## src/logic/dbg_params.svh

```systemverilog
`ifndef DBG_PARAMS_SVH
`define DBG_PARAMS_SVH

// debug ring sizing
`define DBG_FLIT_WIDTH 16
`define DBG_NUM_TILES 4

// ring addresses, tile i sits at base plus i
`define DBG_HOST_ID 0
`define DBG_MOD_BASE_ID 1

`define DBG_STATION_DEPTH 4

`endif

```

## src/logic/dii_pkg.sv

```systemverilog
`include "dbg_params.svh"

package dii_pkg;

  typedef struct packed {
    logic [`DBG_FLIT_WIDTH-1:0] data;
    logic                       last;
  } dii_flit;

  // only REG packets are generated on this ring
  typedef enum logic [1:0] {
    REG   = 2'b00,
    EVENT = 2'b01
  } pkt_type_e;

  // header flit 2, type on top and subtype in the low nibble
  function automatic logic [`DBG_FLIT_WIDTH-1:0] type_word(
    pkt_type_e  ptype,
    logic [3:0] subtype
  );
    return {ptype, {(`DBG_FLIT_WIDTH - 6){1'b0}}, subtype};
  endfunction

endpackage

```

## src/logic/dbg_reg_pkg.sv

```systemverilog
package dbg_reg_pkg;

  typedef enum logic [3:0] {
    REQ_READ       = 4'h0,
    REQ_WRITE      = 4'h1,
    RESP_READ_OK   = 4'h8,
    RESP_READ_ERR  = 4'h9,
    RESP_WRITE_OK  = 4'ha,
    RESP_WRITE_ERR = 4'hb
  } reg_subtype_e;

  typedef enum logic [15:0] {
    REG_MOD_ID      = 16'h0000,
    REG_MOD_VERSION = 16'h0001,
    REG_SCRATCH     = 16'h0200
  } reg_addr_e;

  typedef enum logic [2:0] {
    MOD_IDLE,
    MOD_HDR_SRC,
    MOD_HDR_TYPE,
    MOD_ADDR,
    MOD_WDATA,
    MOD_RESP
  } mod_state_e;

  typedef enum logic [1:0] {
    HOST_IDLE,
    HOST_SEND,
    HOST_WAIT,
    HOST_RECV
  } host_state_e;

endpackage

```

## src/logic/dii_channel_if.sv

```systemverilog
// one flit stream of the debug ring
interface dii_channel_if;

  dii_pkg::dii_flit flit;
  logic             valid;
  logic             ready;

  modport sender (
    output flit,
    output valid,
    input  ready
  );

  modport receiver (
    input  flit,
    input  valid,
    output ready
  );

endinterface

```

## src/logic/host_port.sv

```systemverilog
`include "dbg_params.svh"

module host_port (
  input  logic                       clk,
  input  logic                       arst_n_i,
  input  logic                       req_valid_i,
  input  logic                       req_write_i,
  input  logic [`DBG_FLIT_WIDTH-1:0] req_dest_i,
  input  logic [`DBG_FLIT_WIDTH-1:0] req_addr_i,
  input  logic [`DBG_FLIT_WIDTH-1:0] req_wdata_i,
  output logic                       req_ready_o,
  output logic                       rsp_valid_o,
  output logic [`DBG_FLIT_WIDTH-1:0] rsp_src_o,
  output dbg_reg_pkg::reg_subtype_e  rsp_subtype_o,
  output logic [`DBG_FLIT_WIDTH-1:0] rsp_data_o,
  output logic                       rsp_undeliverable_o,
  dii_channel_if.sender              ring_out,
  dii_channel_if.receiver            ring_in
);

  localparam logic [`DBG_FLIT_WIDTH-1:0] HOST_ID = `DBG_FLIT_WIDTH'(`DBG_HOST_ID);

  dbg_reg_pkg::host_state_e   state_q;
  dbg_reg_pkg::reg_subtype_e  sub_q;
  logic                       write_q;
  logic [`DBG_FLIT_WIDTH-1:0] dest_q;
  logic [`DBG_FLIT_WIDTH-1:0] addr_q;
  logic [`DBG_FLIT_WIDTH-1:0] wdata_q;
  logic [`DBG_FLIT_WIDTH-1:0] src_q;
  logic [`DBG_FLIT_WIDTH-1:0] data_q;
  logic [2:0]                 tx_idx_q;
  logic [2:0]                 rx_idx_q;
  logic                       accept;
  logic                       tx_fire;
  logic                       rx_fire;
  logic                       tx_last;

  assign accept  = req_valid_i && req_ready_o;
  assign tx_fire = ring_out.valid && ring_out.ready;
  assign rx_fire = ring_in.valid && ring_in.ready;
  // four flits for a read, five for a write
  assign tx_last = (tx_idx_q == (write_q ? 3'd4 : 3'd3));

  assign ring_out.valid = (state_q == dbg_reg_pkg::HOST_SEND);
  assign ring_in.ready  = (state_q == dbg_reg_pkg::HOST_WAIT) ||
                          (state_q == dbg_reg_pkg::HOST_RECV);

  always_comb begin
    ring_out.flit.last = tx_last;
    case (tx_idx_q)
      3'd0: ring_out.flit.data = dest_q;
      3'd1: ring_out.flit.data = HOST_ID;
      3'd2: ring_out.flit.data = dii_pkg::type_word(dii_pkg::REG,
                                   write_q ? dbg_reg_pkg::REQ_WRITE : dbg_reg_pkg::REQ_READ);
      3'd3: ring_out.flit.data = addr_q;
      default: ring_out.flit.data = wdata_q;
    endcase
  end

  always_ff @(posedge clk or negedge arst_n_i) begin
    if (!arst_n_i) begin
      state_q     <= dbg_reg_pkg::HOST_IDLE;
      req_ready_o <= 1'b0;
      rsp_valid_o <= 1'b0;
      tx_idx_q    <= '0;
      rx_idx_q    <= '0;
    end else begin
      rsp_valid_o <= 1'b0;
      case (state_q)
        dbg_reg_pkg::HOST_IDLE: begin
          req_ready_o <= !accept;
          tx_idx_q    <= '0;
          if (accept) begin
            state_q <= dbg_reg_pkg::HOST_SEND;
          end
        end
        dbg_reg_pkg::HOST_SEND: begin
          if (tx_fire) begin
            tx_idx_q <= tx_idx_q + 3'd1;
            if (tx_last) begin
              state_q <= dbg_reg_pkg::HOST_WAIT;
            end
          end
        end
        dbg_reg_pkg::HOST_WAIT: begin
          // destination flit of the returning packet
          if (rx_fire) begin
            rx_idx_q <= 3'd1;
            state_q  <= dbg_reg_pkg::HOST_RECV;
          end
        end
        default: begin
          if (rx_fire) begin
            rx_idx_q <= rx_idx_q + 3'd1;
            if (ring_in.flit.last) begin
              state_q     <= dbg_reg_pkg::HOST_IDLE;
              rsp_valid_o <= 1'b1;
            end
          end
        end
      endcase
    end
  end

  always_ff @(posedge clk) begin
    if (accept) begin
      write_q <= req_write_i;
      dest_q  <= req_dest_i;
      addr_q  <= req_addr_i;
      wdata_q <= req_wdata_i;
    end
    if (rx_fire && state_q == dbg_reg_pkg::HOST_WAIT) begin
      data_q <= '0;
    end
    if (rx_fire && state_q == dbg_reg_pkg::HOST_RECV) begin
      case (rx_idx_q)
        3'd1: src_q <= ring_in.flit.data;
        3'd2: sub_q <= dbg_reg_pkg::reg_subtype_e'(ring_in.flit.data[3:0]);
        3'd3: begin
          if (sub_q == dbg_reg_pkg::RESP_READ_OK) begin
            data_q <= ring_in.flit.data;
          end
        end
        default: ;
      endcase
    end
  end

  // a request subtype coming back means no tile took it
  assign rsp_undeliverable_o = (sub_q == dbg_reg_pkg::REQ_READ) ||
                               (sub_q == dbg_reg_pkg::REQ_WRITE);
  assign rsp_src_o           = rsp_undeliverable_o ? HOST_ID : src_q;
  assign rsp_subtype_o       = sub_q;
  assign rsp_data_o          = data_q;

endmodule

```

## src/logic/ring_station.sv

```systemverilog
`include "dbg_params.svh"

module ring_station #(
  parameter logic [`DBG_FLIT_WIDTH-1:0] ID    = `DBG_FLIT_WIDTH'(`DBG_MOD_BASE_ID),
  parameter int                         DEPTH = `DBG_STATION_DEPTH
) (
  input  logic            clk,
  input  logic            arst_n_i,
  dii_channel_if.receiver ring_in,
  dii_channel_if.sender   ring_out,
  dii_channel_if.sender   local_out,
  dii_channel_if.receiver local_in
);

  localparam int PTR_W = (DEPTH > 1) ? $clog2(DEPTH) : 1;
  localparam int CNT_W = $clog2(DEPTH + 1);

  dii_pkg::dii_flit mem [DEPTH];
  dii_pkg::dii_flit head;
  logic [PTR_W-1:0] wr_ptr_q;
  logic [PTR_W-1:0] rd_ptr_q;
  logic [CNT_W-1:0] count_q;
  logic             not_empty;
  logic             push;
  logic             pop;
  logic             fwd_busy_q;
  logic             fwd_local_q;
  logic             head_local;
  logic             ring_req;
  logic             own_fwd_q;
  logic             own_loc_q;
  logic             sel_fwd;
  logic             sel_loc;

  function automatic logic [PTR_W-1:0] next_ptr(logic [PTR_W-1:0] ptr);
    return (ptr == PTR_W'(DEPTH - 1)) ? '0 : ptr + PTR_W'(1);
  endfunction

  assign not_empty     = (count_q != '0);
  assign ring_in.ready = (count_q != CNT_W'(DEPTH));
  assign push          = ring_in.valid && ring_in.ready;
  assign head          = mem[rd_ptr_q];

  // route decided on the first flit and held to the last
  assign head_local = fwd_busy_q ? fwd_local_q : (head.data == ID);
  assign ring_req   = not_empty && !head_local;

  // ring_out keeps one source until that packet's last flit
  assign sel_fwd = own_fwd_q || (!own_loc_q && ring_req);
  assign sel_loc = own_loc_q || (!own_fwd_q && !ring_req && local_in.valid);

  assign ring_out.valid = sel_fwd ? not_empty : (sel_loc && local_in.valid);
  assign ring_out.flit  = sel_loc ? local_in.flit : head;
  assign local_in.ready = sel_loc && ring_out.ready;

  assign local_out.valid = not_empty && head_local;
  assign local_out.flit  = head;

  assign pop = head_local ? (local_out.valid && local_out.ready)
                          : (sel_fwd && ring_out.valid && ring_out.ready);

  always_ff @(posedge clk or negedge arst_n_i) begin
    if (!arst_n_i) begin
      wr_ptr_q    <= '0;
      rd_ptr_q    <= '0;
      count_q     <= '0;
      fwd_busy_q  <= 1'b0;
      fwd_local_q <= 1'b0;
      own_fwd_q   <= 1'b0;
      own_loc_q   <= 1'b0;
    end else begin
      if (push) begin
        wr_ptr_q <= next_ptr(wr_ptr_q);
      end
      if (pop) begin
        rd_ptr_q    <= next_ptr(rd_ptr_q);
        fwd_busy_q  <= !head.last;
        fwd_local_q <= head_local;
      end
      count_q <= count_q + CNT_W'(push) - CNT_W'(pop);

      // lock the owner from its first offered flit
      if (ring_out.valid && ring_out.ready && ring_out.flit.last) begin
        own_fwd_q <= 1'b0;
        own_loc_q <= 1'b0;
      end else if (ring_out.valid) begin
        own_fwd_q <= sel_fwd;
        own_loc_q <= sel_loc;
      end
    end
  end

  always_ff @(posedge clk) begin
    if (push) begin
      mem[wr_ptr_q] <= ring_in.flit;
    end
  end

endmodule

```

## src/logic/tile_debug_module.sv

```systemverilog
`include "dbg_params.svh"

module tile_debug_module #(
  parameter logic [`DBG_FLIT_WIDTH-1:0] ID = `DBG_FLIT_WIDTH'(`DBG_MOD_BASE_ID)
) (
  input  logic            clk,
  input  logic            arst_n_i,
  dii_channel_if.receiver req_in,
  dii_channel_if.sender   rsp_out
);

  dbg_reg_pkg::mod_state_e    state_q;
  dbg_reg_pkg::reg_subtype_e  rsp_sub_q;
  logic                       is_write_q;
  logic [`DBG_FLIT_WIDTH-1:0] src_q;
  logic [`DBG_FLIT_WIDTH-1:0] addr_q;
  logic [`DBG_FLIT_WIDTH-1:0] rdata_q;
  logic [`DBG_FLIT_WIDTH-1:0] scratch_q;
  logic [1:0]                 tx_idx_q;
  logic                       rx_fire;
  logic                       tx_fire;
  logic                       tx_last;
  logic                       scratch_we;
  logic [`DBG_FLIT_WIDTH-1:0] rd_value;
  logic                       rd_ok;

  assign req_in.ready  = (state_q != dbg_reg_pkg::MOD_RESP);
  assign rsp_out.valid = (state_q == dbg_reg_pkg::MOD_RESP);
  assign rx_fire       = req_in.valid && req_in.ready;
  assign tx_fire       = rsp_out.valid && rsp_out.ready;
  // read-ok carries one extra data flit
  assign tx_last       = (tx_idx_q == ((rsp_sub_q == dbg_reg_pkg::RESP_READ_OK) ? 2'd3 : 2'd2));
  assign scratch_we    = is_write_q && (addr_q == dbg_reg_pkg::REG_SCRATCH);

  // register file read on the address flit
  always_comb begin
    rd_ok    = 1'b1;
    rd_value = '0;
    case (req_in.flit.data)
      dbg_reg_pkg::REG_MOD_ID:      rd_value = ID;
      dbg_reg_pkg::REG_MOD_VERSION: rd_value = `DBG_FLIT_WIDTH'(1);
      dbg_reg_pkg::REG_SCRATCH:     rd_value = scratch_q;
      default:                      rd_ok = 1'b0;
    endcase
  end

  always_comb begin
    rsp_out.flit.last = tx_last;
    case (tx_idx_q)
      2'd0: rsp_out.flit.data = src_q;
      2'd1: rsp_out.flit.data = ID;
      2'd2: rsp_out.flit.data = dii_pkg::type_word(dii_pkg::REG, rsp_sub_q);
      default: rsp_out.flit.data = rdata_q;
    endcase
  end

  always_ff @(posedge clk or negedge arst_n_i) begin
    if (!arst_n_i) begin
      state_q   <= dbg_reg_pkg::MOD_IDLE;
      tx_idx_q  <= '0;
      scratch_q <= '0;
    end else begin
      case (state_q)
        dbg_reg_pkg::MOD_IDLE: begin
          if (rx_fire) state_q <= dbg_reg_pkg::MOD_HDR_SRC;
        end
        dbg_reg_pkg::MOD_HDR_SRC: begin
          if (rx_fire) state_q <= dbg_reg_pkg::MOD_HDR_TYPE;
        end
        dbg_reg_pkg::MOD_HDR_TYPE: begin
          if (rx_fire) state_q <= dbg_reg_pkg::MOD_ADDR;
        end
        dbg_reg_pkg::MOD_ADDR: begin
          if (rx_fire) begin
            state_q <= req_in.flit.last ? dbg_reg_pkg::MOD_RESP : dbg_reg_pkg::MOD_WDATA;
          end
        end
        dbg_reg_pkg::MOD_WDATA: begin
          if (rx_fire) begin
            if (scratch_we) scratch_q <= req_in.flit.data;
            if (req_in.flit.last) state_q <= dbg_reg_pkg::MOD_RESP;
          end
        end
        default: begin
          if (tx_fire) begin
            tx_idx_q <= tx_last ? 2'd0 : tx_idx_q + 2'd1;
            if (tx_last) state_q <= dbg_reg_pkg::MOD_IDLE;
          end
        end
      endcase
    end
  end

  always_ff @(posedge clk) begin
    if (rx_fire) begin
      case (state_q)
        dbg_reg_pkg::MOD_HDR_SRC:  src_q <= req_in.flit.data;
        dbg_reg_pkg::MOD_HDR_TYPE: is_write_q <= (req_in.flit.data[3:0] == dbg_reg_pkg::REQ_WRITE);
        dbg_reg_pkg::MOD_ADDR: begin
          addr_q  <= req_in.flit.data;
          rdata_q <= rd_value;
          // write without data flit ends here as an error
          if (is_write_q) begin
            rsp_sub_q <= dbg_reg_pkg::RESP_WRITE_ERR;
          end else begin
            rsp_sub_q <= rd_ok ? dbg_reg_pkg::RESP_READ_OK : dbg_reg_pkg::RESP_READ_ERR;
          end
        end
        dbg_reg_pkg::MOD_WDATA: begin
          rsp_sub_q <= scratch_we ? dbg_reg_pkg::RESP_WRITE_OK : dbg_reg_pkg::RESP_WRITE_ERR;
        end
        default: ;
      endcase
    end
  end

endmodule

```

## src/logic/debug_ring_2x2.sv

```systemverilog
`include "dbg_params.svh"

module debug_ring_2x2 (
  input  logic                       clk,
  input  logic                       arst_n_i,
  input  logic                       req_valid_i,
  input  logic                       req_write_i,
  input  logic [`DBG_FLIT_WIDTH-1:0] req_dest_i,
  input  logic [`DBG_FLIT_WIDTH-1:0] req_addr_i,
  input  logic [`DBG_FLIT_WIDTH-1:0] req_wdata_i,
  output logic                       req_ready_o,
  output logic                       rsp_valid_o,
  output logic [`DBG_FLIT_WIDTH-1:0] rsp_src_o,
  output dbg_reg_pkg::reg_subtype_e  rsp_subtype_o,
  output logic [`DBG_FLIT_WIDTH-1:0] rsp_data_o,
  output logic                       rsp_undeliverable_o
);

  // position of each tile along the meander host, 0, 1, 3, 2, host
  localparam int RING_POS [`DBG_NUM_TILES] = '{0, 1, 3, 2};

  // ring_link[k] feeds hop k, the last one returns to the host
  dii_channel_if ring_link [`DBG_NUM_TILES + 1] ();
  dii_channel_if to_mod    [`DBG_NUM_TILES] ();
  dii_channel_if from_mod  [`DBG_NUM_TILES] ();

  host_port u_host_port (
    .clk                 (clk),
    .arst_n_i            (arst_n_i),
    .req_valid_i         (req_valid_i),
    .req_write_i         (req_write_i),
    .req_dest_i          (req_dest_i),
    .req_addr_i          (req_addr_i),
    .req_wdata_i         (req_wdata_i),
    .req_ready_o         (req_ready_o),
    .rsp_valid_o         (rsp_valid_o),
    .rsp_src_o           (rsp_src_o),
    .rsp_subtype_o       (rsp_subtype_o),
    .rsp_data_o          (rsp_data_o),
    .rsp_undeliverable_o (rsp_undeliverable_o),
    .ring_out            (ring_link[0]),
    .ring_in             (ring_link[`DBG_NUM_TILES])
  );

  for (genvar i = 0; i < `DBG_NUM_TILES; i++) begin : gen_station
    localparam int POS = RING_POS[i];

    ring_station #(
      .ID    (`DBG_FLIT_WIDTH'(`DBG_MOD_BASE_ID + i)),
      .DEPTH (`DBG_STATION_DEPTH)
    ) u_station (
      .clk       (clk),
      .arst_n_i  (arst_n_i),
      .ring_in   (ring_link[POS]),
      .ring_out  (ring_link[POS + 1]),
      .local_out (to_mod[i]),
      .local_in  (from_mod[i])
    );
  end

  for (genvar i = 0; i < `DBG_NUM_TILES; i++) begin : gen_mod
    tile_debug_module #(
      .ID (`DBG_FLIT_WIDTH'(`DBG_MOD_BASE_ID + i))
    ) u_mod (
      .clk      (clk),
      .arst_n_i (arst_n_i),
      .req_in   (to_mod[i]),
      .rsp_out  (from_mod[i])
    );
  end

endmodule

```

## config.mk

```make
export PLATFORM = sky130hd
export DESIGN_NAME = debug_ring_2x2
export DESIGN_NICKNAME = d
export VERILOG_FILES = /design/src/logic/dii_pkg.sv /design/src/logic/dbg_reg_pkg.sv /design/src/logic/dii_channel_if.sv /design/src/logic/host_port.sv /design/src/logic/ring_station.sv /design/src/logic/tile_debug_module.sv /design/src/logic/debug_ring_2x2.sv
export VERILOG_INCLUDE_DIRS = /design/src /design/src/logic
export SDC_FILE = /design/constraint.sdc
export NUM_CORES = 1
export LEC_CHECK = 0
export BUFFER_PORTS_ARGS = -buffer_cell sky130_fd_sc_hd__buf_2
export CORE_UTILIZATION = 60
export DETAILED_ROUTE_END_ITERATION = 8
export GPL_ROUTABILITY_DRIVEN = 1
export GPL_TIMING_DRIVEN = 0
export PLACE_DENSITY = 0.85
export SLEW_MARGIN = 20
export SYNTH_ARGS = -nofsm -noshare
export SYNTH_HDL_FRONTEND = slang
export SYNTH_HIERARCHICAL = 1
export SYNTH_SLANG_ARGS = --single-unit
```

## constraint.sdc

```tcl
create_clock -name clk -period 7.92 [get_ports clk]
set_clock_uncertainty 0.15 [all_clocks]
set_input_delay 0.792 -clock clk [delete_from_list [all_inputs] [get_ports clk]]
set_output_delay 0.792 -clock clk [all_outputs]
set_load 0.005 [all_outputs]
```

==> results.md, run 1 <==
- complete, no violations — status
- 1,581 — DRC marker count from the first detailed-route iteration
- 0 — Antenna diodes
- 16 — biggest fanout along the worst timing path
- 0 — number of nets with antenna violations after routing
- 59.5% — share of the clock period used by the worst path
- 3.31 ns — dpl ws
- 96,400 um — wire length of the first global-routing pass
- 17,023 — via count
- 0.863 — Routability Congestion
- 3 — total number of H-tree levels
- 13.0 nW — leak pwr
- 0 — initial antenna violation count
- 3,033 — filler cell count
- 61,800 um — total length of routed wires
- 2,657 — Inst Count DP
- u_host_port/addr_q[4] — hold worst-path end
- 9 — FF-to-FF path depth
- 50,700 um^2 — floorplan die area
- 91 — number of top-level design ports
- 0.183 mV — maximum vdd ir drop
- 39,200 um — total half-perimeter wirelength after legalization and detailed placement
- 0 — drt drc
- 60.9% — initial core utilization
- sky130_fd_sc_hd__edfxtp_1 — flip-flop cell with the highest count after synthesis
- 12.9 mW — total design power
- 20.9% — share of post-route cells with drive strength above 1
- register to register — Critical Setup Path Class
- 1 — hold path depth
- 22.2 um — post-detailed-route wirelength per cell
- 3.21 ns — internal reg-to-reg setup slack
- 0.971 ns — actual slew at the worst max-slew pin
- 33,600 um^2 — summed area of non-filler cells in the final layout
- 68.5% — final cell utilization of the core
- 6.12 — vias per std cell
- 699 — synthesis-stage register bit count
- false — unrepaired setup endpoints after global routing
- 17,444 — number of global-route vias before repair
- 0.06 ns — clock input transition at the sequential cells of the worst setup and hold paths
- 0 — number of instances resized during post-cts repair
- 12.5% — P&R area growth vs syn
- 3 — Clock Path Buffers
- req_addr_i[4] — Hold Path Origin
- 1,896 — instance count of the mapped netlist
- input port to register — class of the tightest hold or removal check
- 68 — TritonCTS buffer count
- 225 um — floorplan die width
- 0.62 ns — clock insertion delay at the later pin of the skew report
- 0 — number of hold violations in the final report
- 385 nW/um^2 — pwr dens
- 35.3% — Max-Slew Margin vs Limit
- 67.4% — share of synthesized area occupied by flip-flops and latches
- 29,900 um^2 — Netlist Area Pre-Place
- 4.79 ns — data arrival time of the critical path
- 699 — sink count of the clock tree
- 0 — maxcap violations
- 31,300 um^2 — dpl cell area
- register — kind of launch point of the worst setup path
- 6 — Synthesis Warnings
- 0.197 ns — final worst hold slack
- 0 — Final Max Slew Viols
- 94 — maximum number of pins on one net before global-route repair
- 90 — count of input and output buffers
- 24.9% — GRT Overall Usage
- 8.00 ns — CP required
- 19.7% — Async S/R FF share, synth
- 49,100 um^2 — Core Region
- 81 — Std-Cell Rows
- gen_mod[3].u_mod/src_q[4] — worst r2r dst
- 2,783 — number of non-filler instances in the completed layout
- 0 — total global routing overflow
- 0 — final-report setup violation count
- 0.212 GHz — Max Clock Freq
- 2,008 — net count of the mapped netlist
- 545 — count of flip-flops with a built-in enable after synthesis
- 0 ns — final total negative setup slack
- gen_station[3].u_station/rd_ptr_q[1] — Worst R2R Start
- 2,176 — layout net count
- 81 — number of distinct library cells after synthesis
- 225 um — die outline height
- 3.21 ns — crit path setup slack, layout
- built — clock tree from TritonCTS
- register — sort of element at the end of the critical path
- 4.71 ns — minimum clock period after layout
- 6 — number of iterations in the first detailed-routing pass
- 15.8 um^2 — post-synthesis average cell area
- sky130_fd_sc_hd__clkbuf_16 — clock tree root buffer cell
[state kept, by name, indices dropped and copies added (netlist names), 64 cells and up]
| signal | flops |
|---|---|
| gen_mod.u_mod/scratch_q | 64 |
| gen_mod.u_mod/src_q | 64 |
| gen_station.u_station/mem | 272 |
| gen_mod.u_mod/rdata_q | 64 |
| gen_mod.u_mod/addr_q | 64 |
[worst max-delay path, stage by stage, from the launching register on]
cell,delay [ns]
sky130_fd_sc_hd__dfrtp_1,0.35
sky130_fd_sc_hd__clkbuf_1,0.48
sky130_fd_sc_hd__mux4_1,0.56
sky130_fd_sc_hd__or4_1,0.64
sky130_fd_sc_hd__nor4b_2,0.37
sky130_fd_sc_hd__a22oi_2,0.15
sky130_fd_sc_hd__nor2_1,0.52
sky130_fd_sc_hd__nor2b_1,0.32
sky130_fd_sc_hd__nand2_1,0.14
sky130_fd_sc_hd__nor2_2,0.65
[worst max path at each step]
| stage | depth (start not counted) | from | end |
|---|---|---|---|
| 2_1_floorplan | 8 | gen_station[1].u_station/rd_ptr_q[0] | gen_mod[1].u_mod/addr_q[0] |
| 3_3_place_gp | 9 | gen_station[1].u_station/rd_ptr_q[1] | gen_mod[1].u_mod/rdata_q[2] |
| 3_5_place_dp | 9 | gen_station[3].u_station/rd_ptr_q[1] | gen_mod[3].u_mod/src_q[9] |
| 4_1_cts | 9 | gen_station[3].u_station/rd_ptr_q[1] | gen_mod[3].u_mod/src_q[4] |
| 5_1_grt | 9 | gen_station[3].u_station/rd_ptr_q[1] | gen_mod[3].u_mod/src_q[7] |
| 6_report | 9 | gen_station[3].u_station/rd_ptr_q[1] | gen_mod[3].u_mod/src_q[4] |
[layer usage]
metal	track usage (%)	wire [um]	part of all wire, %
met2	42.8	31800	51
met4	8.34	1760	2.9
met1	32.3	24500	40
met3	4.13	3780	6.1
met5	0	0	0
[kinds of logic after synthesis]
kind of cell	synth area share, %
XOR/XNOR	0.322
adder cells (fa/ha/maj)	2.61
buffers and inverters	2.55
AND/OR/NAND/NOR	9.69
flip-flops	67.4
AO/OA/AOI/OAI	5.58
multiplexers	11.9
[cells in the mapped netlist (9+ instances only)]
cell	n	area share [%]
sky130_fd_sc_hd__edfxtp_1	545	55
sky130_fd_sc_hd__nand2_1	172	2.2
sky130_fd_sc_hd__dfrtp_1	138	12
sky130_fd_sc_hd__and2_1	71	1.5
sky130_fd_sc_hd__mux2_1	62	2.3
sky130_fd_sc_hd__o21ai_0	58	0.97
sky130_fd_sc_hd__inv_1	57	0.72
sky130_fd_sc_hd__ha_1	56	2.3
sky130_fd_sc_hd__mux4_2	54	4.1
sky130_fd_sc_hd__nor2_1	51	0.64
sky130_fd_sc_hd__mux2_4	48	2.4
sky130_fd_sc_hd__mux2_2	41	1.5
sky130_fd_sc_hd__nor3_1	37	0.62
sky130_fd_sc_hd__clkbuf_1	36	0.45
sky130_fd_sc_hd__o21ai_1	35	0.59
sky130_fd_sc_hd__nor2b_1	29	0.61
sky130_fd_sc_hd__a22o_1	28	0.82
sky130_fd_sc_hd__a22oi_1	24	0.60
sky130_fd_sc_hd__nand3_1	24	0.40
sky130_fd_sc_hd__and3_1	22	0.46
sky130_fd_sc_hd__buf_6	19	0.72
sky130_fd_sc_hd__mux2i_1	19	0.64
sky130_fd_sc_hd__a21oi_1	17	0.28
sky130_fd_sc_hd__dfxtp_1	16	1.1
sky130_fd_sc_hd__nor4_1	16	0.33
sky130_fd_sc_hd__a21o_1	15	0.38
sky130_fd_sc_hd__buf_2	13	0.22
sky130_fd_sc_hd__nand4_1	13	0.27
sky130_fd_sc_hd__xnor2_1	11	0.32
sky130_fd_sc_hd__mux4_1	10	0.88
sky130_fd_sc_hd__o31ai_1	10	0.25
sky130_fd_sc_hd__buf_4	9	0.23
sky130_fd_sc_hd__o21a_1	9	0.23
[power by group]
part	internal [mW]	total [mW]	switching, mW
registers	5.43	5.74	0.312
logic	1.34	3.87	2.53
clock network	1.94	3.34	1.39
[cell type report]
| class | instances | area, um^2 | area share (%) |
|---|---|---|---|
| inverter | 57 | 214 | 0.636 |
| multi-input combinational | 1059 | 9020 | 26.8 |
| sequential | 699 | 20100 | 59.9 |
| clock inverter | 44 | 509 | 1.51 |
| timing repair buffer | 98 | 556 | 1.65 |
| tap | 664 | 831 | 2.47 |
| buffer | 81 | 549 | 1.63 |
| clock buffer | 81 | 1800 | 5.36 |
[layout by cell type, fill, tap and decap left out, types with 10 or more instances in the layout]
cell type                   count
sky130_fd_sc_hd__mux4_2        54
sky130_fd_sc_hd__o31ai_1       10
sky130_fd_sc_hd__clkbuf_1      45
sky130_fd_sc_hd__xnor2_1       11
sky130_fd_sc_hd__a21o_1        15
sky130_fd_sc_hd__o21ai_1       35
sky130_fd_sc_hd__a22oi_1       24
sky130_fd_sc_hd__edfxtp_1     545
sky130_fd_sc_hd__nor2_1        48
sky130_fd_sc_hd__mux2_2        41
sky130_fd_sc_hd__dfxtp_1       16
sky130_fd_sc_hd__clkbuf_16     69
sky130_fd_sc_hd__and2_1        70
sky130_fd_sc_hd__nor4_1        16
sky130_fd_sc_hd__nor3_1        35
sky130_fd_sc_hd__mux2i_1       19
sky130_fd_sc_hd__inv_1         57
sky130_fd_sc_hd__and3_1        19
sky130_fd_sc_hd__mux4_1        10
sky130_fd_sc_hd__nand4_1       13
sky130_fd_sc_hd__buf_6         19
sky130_fd_sc_hd__buf_2        102
sky130_fd_sc_hd__o21ai_0       58
sky130_fd_sc_hd__mux2_1        62
sky130_fd_sc_hd__dfrtp_1      138
sky130_fd_sc_hd__buf_4         14
sky130_fd_sc_hd__a22o_1        28
sky130_fd_sc_hd__mux2_4        48
sky130_fd_sc_hd__nand2_1      172
sky130_fd_sc_hd__ha_1          56
sky130_fd_sc_hd__nor2b_1       29
sky130_fd_sc_hd__clkinv_1      11
sky130_fd_sc_hd__clkinv_2      16
sky130_fd_sc_hd__a21oi_1       17
sky130_fd_sc_hd__nand3_1       24
[what timing repair did]
| action | CTS | global route |
|---|---|---|
| hold buffers | 1 | 0 |
| hold endpoints to repair | 45 | 0 |
| setup buffers | 0 | 0 |
(Power assumes the default switching activity.)
==> run 2: changes to the inputs <==
==> constraint.sdc (replaced) <==
create_clock -name clk -period 4.5 [get_ports clk]
set_clock_uncertainty 0.15 [all_clocks]
set_input_delay 0.45 -clock clk [delete_from_list [all_inputs] [get_ports clk]]
set_output_delay 0.45 -clock clk [all_outputs]
set_load 0.005 [all_outputs]
==> run 2 against run 1 <==
Register-to-register slack got worse by 3.1 ns. Non-clock buffer count increased by 49. Power increased by 78%. Sequential power increased by 76%. First-iteration DRC count increased by 4.7%. Critical path depth increased by 1. Hold slack improved by 0.072 ns. Fmax increased by 7.9%. Wire length increased by 7.4%. Cell count increased by 1.9%. Global-route usage increased by 1.7 points. Largest cell class unchanged. Largest power group unchanged.
==> results.md, run 2 (synthesis results as in run 1) <==
- sky130_fd_sc_hd__clkbuf_16 — clock tree root buffer cell
- 26.5% — GRT Overall Usage
- 50,700 um^2 — floorplan die area
- 0 — maxcap violations
- 10 — FF-to-FF path depth
- gen_station.u_station/mem — largest reg by FF count
- complete, no violations — status
- 4.51 ns — data arrival time of the critical path
- buf_2 > buf_2 > mux4_2 > nand4_1 > o21ai_2 > or3_1 > a22oi_1 > nand2_1 > nor3b_4 > buf_4 — crit-path cells
- 0 — final-report setup violation count
- 0 — number of hold violations in the final report
- 23.0 mW — total design power
- 40,100 um — total half-perimeter wirelength after legalization and detailed placement
- 14.5% — P&R area growth vs syn
- simple AND/OR/NAND/NOR gates — CP delay by family, top
- built — clock tree from TritonCTS
- 672 nW/um^2 — pwr dens
- register to register — Critical Setup Path Class
- register — kind of launch point of the worst setup path
- 90 — count of input and output buffers
- 102,000 um — wire length of the first global-routing pass
- 2,835 — number of non-filler instances in the completed layout
- 23.4 um — post-detailed-route wirelength per cell
- 81 — Std-Cell Rows
- 0.269 ns — final worst hold slack
- 77 — maximum number of pins on one net before global-route repair
- 699 — sink count of the clock tree
- 0 ns — final total negative setup slack
- 225 um — floorplan die width
- 20.6% — share of post-route cells with drive strength above 1
- 0 — drt drc
- 69.8% — final cell utilization of the core
- false — unrepaired setup endpoints after global routing
- 13.1 nW — leak pwr
- 6.16 — vias per std cell
- 6 — number of iterations in the first detailed-routing pass
- 1,656 — DRC marker count from the first detailed-route iteration
- sky130_fd_sc_hd__edfxtp_1 — most common cell after layout, fill and taps aside
- 0 — initial antenna violation count
- 2,227 — layout net count
- 33.4% — Max-Slew Margin vs Limit
- 0 — number of nets with antenna violations after routing
- 0.852 — Routability Congestion
- input port to async pin — class of the tightest hold or removal check
- 49,100 um^2 — Core Region
- 17,834 — number of global-route vias before repair
- 3 — total number of H-tree levels
- 225 um — die outline height
- -0.203 ns — dpl ws
- 0.06 ns — clock input transition at the sequential cells of the worst setup and hold paths
- 66,400 um — total length of routed wires
- sky130_fd_sc_hd__nor3b_4 — slowest stage cell, crit path
- 70 — TritonCTS buffer count
- 0.49 ns — delay of the slowest critical-path stage
- 3 — buffers plus inverters on the worst setup path
- sky130_fd_sc_hd__buf_2 — cell seen most often among critical-path stages
- 1.00 ns — actual slew at the worst max-slew pin
- 0.132 ns — crit path setup slack, layout
- 4.37 ns — minimum clock period after layout
- 17,456 — via count
- 0.464 mV — maximum vdd ir drop
- 60.9% — initial core utilization
- 3 — Clock Path Buffers
- 272 — max reg flops
- 0.13 ns — internal reg-to-reg setup slack
- 34,200 um^2 — summed area of non-filler cells in the final layout
- 2,656 — Inst Count DP
- 4.64 ns — CP required
- 0 — Final Max Slew Viols
- register — sort of element at the end of the critical path
- 0 — Antenna diodes
- 0 — total global routing overflow
- 0.229 GHz — Max Clock Freq
- 10 — total stage count of the critical path
- sky130_fd_sc_hd__edfxtp_1, sky130_fd_sc_hd__nand2_1, sky130_fd_sc_hd__dfrtp_1 — highest-count cells in the layout ignoring fill and taps
- 97.1% — share of the clock period used by the worst path
- 0.61 ns — clock insertion delay at the later pin of the skew report
- 10 — biggest fanout along the worst timing path
- 91 — number of top-level design ports
- 31,300 um^2 — dpl cell area
run 2: changes by cell type in the layout (fill, tap and decap cells not counted), moves of 3 or more:
cell	previous run	this run
sky130_fd_sc_hd__clkinv_2	16	13
sky130_fd_sc_hd__dlygate4sd3_1	1	51
sky130_fd_sc_hd__clkbuf_1	45	50
sky130_fd_sc_hd__clkinv_1	11	6
sky130_fd_sc_hd__clkbuf_16	69	73
sky130_fd_sc_hd__buf_4	14	10
sky130_fd_sc_hd__clkbuf_8	5	9
sky130_fd_sc_hd__inv_16	3	0
sky130_fd_sc_hd__nor2_4	0	3
run 2: power breakdown:
group / total, mW / leakage (nW) / switching (mW) / internal, mW
registers: 10.1 / 6.92 / 0.566 / 9.56
logic: 6.93 / 5.04 / 4.53 / 2.40
clock network: 5.95 / 1.16 / 2.45 / 3.51
run 2: cell type report:
class / instances / area, um^2
plain buffers: 81 / 551
clock buffers: 95 / 1980
clock inverters: 33 / 373
fillers: 2923 / 14800
inverters: 57 / 214
multi-input cells: 1059 / 9060
flip-flops and latches: 699 / 20100
well taps: 664 / 831
repair buffers: 147 / 1080
run 2: layer usage:
metal  share of wire (%)  wire [um]  track usage [%]  vias to the layer above
met5                   0          0                0                        -
met4                 3.3       2180             9.92                        0
met3                 6.4       4280             4.12                      164
met2                  53      35100             46.9                      803
met1                  37      24800             33.0                     8840
li1                    -          -                -                     7649
run 2: repair_timing:
action / 4_1_cts / 5_1_grt
buffers inserted: 0 / 0
endpoints found under the setup margin: 49 / 123
gates resized for setup: 3 / 8
hold buffers: 51 / 0
hold endpoints to repair: 112 / 0
gates cloned: 0 / 0
run 2: final timing paths:
path / startpoint / endpoint
worst max-delay path: gen_station[2].u_station/rd_ptr_q[1] / u_host_port/src_q[13]
worst min-delay path: arst_n_i / gen_mod[0].u_mod/scratch_q[14]
worst max register to register: gen_station[2].u_station/rd_ptr_q[1] / u_host_port/src_q[13]
worst min register to register: u_host_port/rsp_data_o[9] / u_host_port/rsp_data_o[9]
max in group asynchronous: arst_n_i / gen_mod[3].u_mod/state_q[0]
min in group clk: u_host_port/rsp_data_o[9] / u_host_port/rsp_data_o[9]
run 2: worst register-to-register path: stages (launching register included):
cell	delay, ns
sky130_fd_sc_hd__dfrtp_1	0.36
sky130_fd_sc_hd__buf_2	0.29
sky130_fd_sc_hd__buf_2	0.37
sky130_fd_sc_hd__mux4_2	0.48
sky130_fd_sc_hd__nand4_1	0.30
sky130_fd_sc_hd__o21ai_2	0.16
sky130_fd_sc_hd__or3_1	0.39
sky130_fd_sc_hd__a22oi_1	0.46
sky130_fd_sc_hd__nand2_1	0.31
sky130_fd_sc_hd__nor3b_4	0.49
sky130_fd_sc_hd__buf_4	0.29
==> run 3: changes to the inputs <==
--- a/config.mk
+++ b/config.mk
@@ -7,11 +7,13 @@
 export NUM_CORES = 1
 export LEC_CHECK = 0
 export BUFFER_PORTS_ARGS = -buffer_cell sky130_fd_sc_hd__buf_2
-export CORE_UTILIZATION = 60
+export CORE_UTILIZATION = 55
 export DETAILED_ROUTE_END_ITERATION = 8
 export GPL_ROUTABILITY_DRIVEN = 1
 export GPL_TIMING_DRIVEN = 0
-export PLACE_DENSITY = 0.85
+export HOLD_SLACK_MARGIN = 0.15
+export PLACE_DENSITY = 0.8
+export RECOVER_POWER = 50
 export SLEW_MARGIN = 20
 export SYNTH_ARGS = -nofsm -noshare
 export SYNTH_HDL_FRONTEND = slang
==> run 3 against run 2 <==
Highest routed layer unchanged. Via count decreased by 1.1%. Non-clock buffer count grew 2. First-iteration DRC count rose by 0.66%. The run now ends with max-capacitance violations, max-slew violations left. Sequential power barely moved. Cell area is essentially flat. Flip-flop and latch count did not move.
==> results.md, run 3 (synthesis results as in run 1) <==
- 2.02 ns — actual slew at the worst max-slew pin
- 17,256 — via count
- register to register — Critical Setup Path Class
- 10 — biggest fanout along the worst timing path
- u_host_port/src_q[11] — worst r2r dst
- 0 — number of nets with antenna violations after routing
- 53,700 um^2 — Core Region
- 0.62 ns — clock insertion delay at the later pin of the skew report
- 94.3% — share of the clock period used by the worst path
- 0.06 ns — clock input transition at the sequential cells of the worst setup and hold paths
- register — kind of launch point of the worst setup path
- 0 — drt drc
- 0.295 ns — final worst hold slack
- 0.236 GHz — Max Clock Freq
- 91 — number of top-level design ports
- 3 — Clock Path Buffers
- 4.41 ns — data arrival time of the critical path
- sky130_fd_sc_hd__edfxtp_1 — most common cell after layout, fill and taps aside
- 102,000 um — wire length of the first global-routing pass
- sky130_fd_sc_hd__clkbuf_16 — clock tree root buffer cell
- 34,200 um^2 — summed area of non-filler cells in the final layout
- 0 — final-report setup violation count
- 55,300 um^2 — floorplan die area
- sky130_fd_sc_hd__edfxtp_1, sky130_fd_sc_hd__nand2_1, sky130_fd_sc_hd__dfrtp_1 — highest-count cells in the layout ignoring fill and taps
- 70 — TritonCTS buffer count
- complete, but fails checks — status
- 0 — Antenna diodes
- 6.01 — vias per std cell
- 22.4 um — post-detailed-route wirelength per cell
- 0.26 ns — internal reg-to-reg setup slack
- 4.24 ns — minimum clock period after layout
- register — sort of element at the end of the critical path
- 0.459 mV — maximum vdd ir drop
- 14.5% — P&R area growth vs syn
- 2 — hold path depth
- 64,200 um — total length of routed wires
- 0 — number of hold violations in the final report
- 75 — maximum number of pins on one net before global-route repair
- 85 — Std-Cell Rows
- 235 um — floorplan die width
- 0 — initial antenna violation count
- u_host_port/rsp_data_o[3] — hold worst-path end
- 17,999 — number of global-route vias before repair
- gen_station[2].u_station/rd_ptr_q[1] — Worst R2R Start
- 19.4% — share of post-route cells with drive strength above 1
- 1,667 — DRC marker count from the first detailed-route iteration
- 0 — total global routing overflow
- sky130_fd_sc_hd__buf_2 — cell seen most often among critical-path stages
- 5 — number of iterations in the first detailed-routing pass
- 3 — maxcap violations
- register to register — class of the tightest hold or removal check
- 55.7% — initial core utilization
- 10 — FF-to-FF path depth
- max-capacitance violations, max-slew violations — violations in the final reports
- 235 um — die outline height
- 13.0 nW — leak pwr
- 178 — Final Max Slew Viols
- 699 — sink count of the clock tree
- 23.8% — GRT Overall Usage
- 0.846 — Routability Congestion
- 671 nW/um^2 — pwr dens
- built — clock tree from TritonCTS
- gen_station.u_station/mem — largest reg by FF count
- -34.9% — Max-Slew Margin vs Limit
- buf_2 > buf_2 > mux4_2 > nand4_1 > o21ai_2 > or3_1 > a22oi_1 > nand2_1 > nor3b_2 > buf_4 — crit-path cells
- 2,229 — layout net count
- 31,400 um^2 — dpl cell area
- 3 — total number of H-tree levels
- 0 — number of buffers inserted to repair setup after CTS
- sky130_fd_sc_hd__nor3b_2 — slowest stage cell, crit path
- 39,300 um — total half-perimeter wirelength after legalization and detailed placement
- 4.66 ns — CP required
- u_host_port/rsp_data_o[3] — Hold Path Origin
- 0.56 ns — delay of the slowest critical-path stage
- 272 — max reg flops
- 90 — count of input and output buffers
- false — unrepaired setup endpoints after global routing
==> run 3: cell count changes in the layout (fill, tap and decap cells not counted), sizes merged <==
cell,previous run,this run
clkinvlp,1,2
clkinv,23,18
bufinv,7,6
clkbuf,133,170
buf,139,109
inv,59,61
==> run 3: worst max-delay path by stage <==
stage / from / end / slack, ns / depth (start not counted)
after detailed placement: gen_station[3].u_station/rd_ptr_q[1] / gen_mod[3].u_mod/src_q[14] / -0.13 / 9
after global routing: gen_station[2].u_station/rd_ptr_q[0] / gen_station[2].u_station/count_q[2] / 0.002 / 13
final: gen_station[2].u_station/rd_ptr_q[1] / u_host_port/src_q[11] / 0.26 / 10
after global placement: gen_station[2].u_station/rd_ptr_q[1] / u_host_port/src_q[11] / -0.68 / 9
after floorplan: gen_station[2].u_station/rd_ptr_q[0] / u_host_port/src_q[0] / 0.32 / 8
after CTS: gen_station[3].u_station/rd_ptr_q[1] / gen_station[2].u_station/count_q[2] / 0.002 / 15
==> run 3: final cells by class <==
class | instances | area [um^2]
clock buffer | 100 | 2020
timing repair buffer | 149 | 1030
clock inverter | 30 | 355
multi-input combinational | 1059 | 9060
inverter | 57 | 214
fill | 3588 | 19500
tap | 696 | 871
sequential | 699 | 20100
buffer | 81 | 536
==> run 3: power by group <==
group	total [mW]	switching [mW]	internal [mW]	leakage, nW
logic	6.89	4.50	2.39	4.93
clock network	5.96	2.46	3.50	1.16
registers	10.1	0.543	9.56	6.92
total	23.0	7.51	15.4	13.0
==> run 3: worst max-delay path: cells and delay by family, from the launching register on <==
family,cells,cell delay (ns)
flip-flops,1,0.36
AO/OA/AOI/OAI,2,0.53
multiplexers,1,0.47
buffers and inverters,3,0.93
AND/OR/NAND/NOR,4,1.50
==> run 3: layer usage <==
layer / share of wire (%) / vias up / track usage (%) / wire [um]
met2: 52 / 672 / 41.7 / 33600
met4: 3.1 / 0 / 8.15 / 1970
met5: 0 / - / 0 / 0
met3: 5.7 / 152 / 3.76 / 3650
met1: 39 / 8761 / 30.1 / 25000
li1: - / 7671 / - / -
==> run 3: per-stage QoR <==
stage               total power, mW  std cells  setup TNS [ns]  setup WS (ns)  utilization, %
floorplan                      14.5       1896               0          0.322               -
detailed placement             16.9       2690           -4.28         -0.126            58.4
finish                         23.0       2871               0          0.256            63.7
global route                   23.9       2871               0        0.00184            63.7
global placement               16.5       2682          -41.41         -0.683            58.1
CTS                            22.9       2871               0        0.00199            63.8
==> run 3: what timing repair did <==
item	4_1_cts	5_1_grt
endpoints found under the setup margin	48	96
resized for setup	2	14
pin swaps	0	1
endpoints found under the hold margin	123	0
hold buffers	51	0
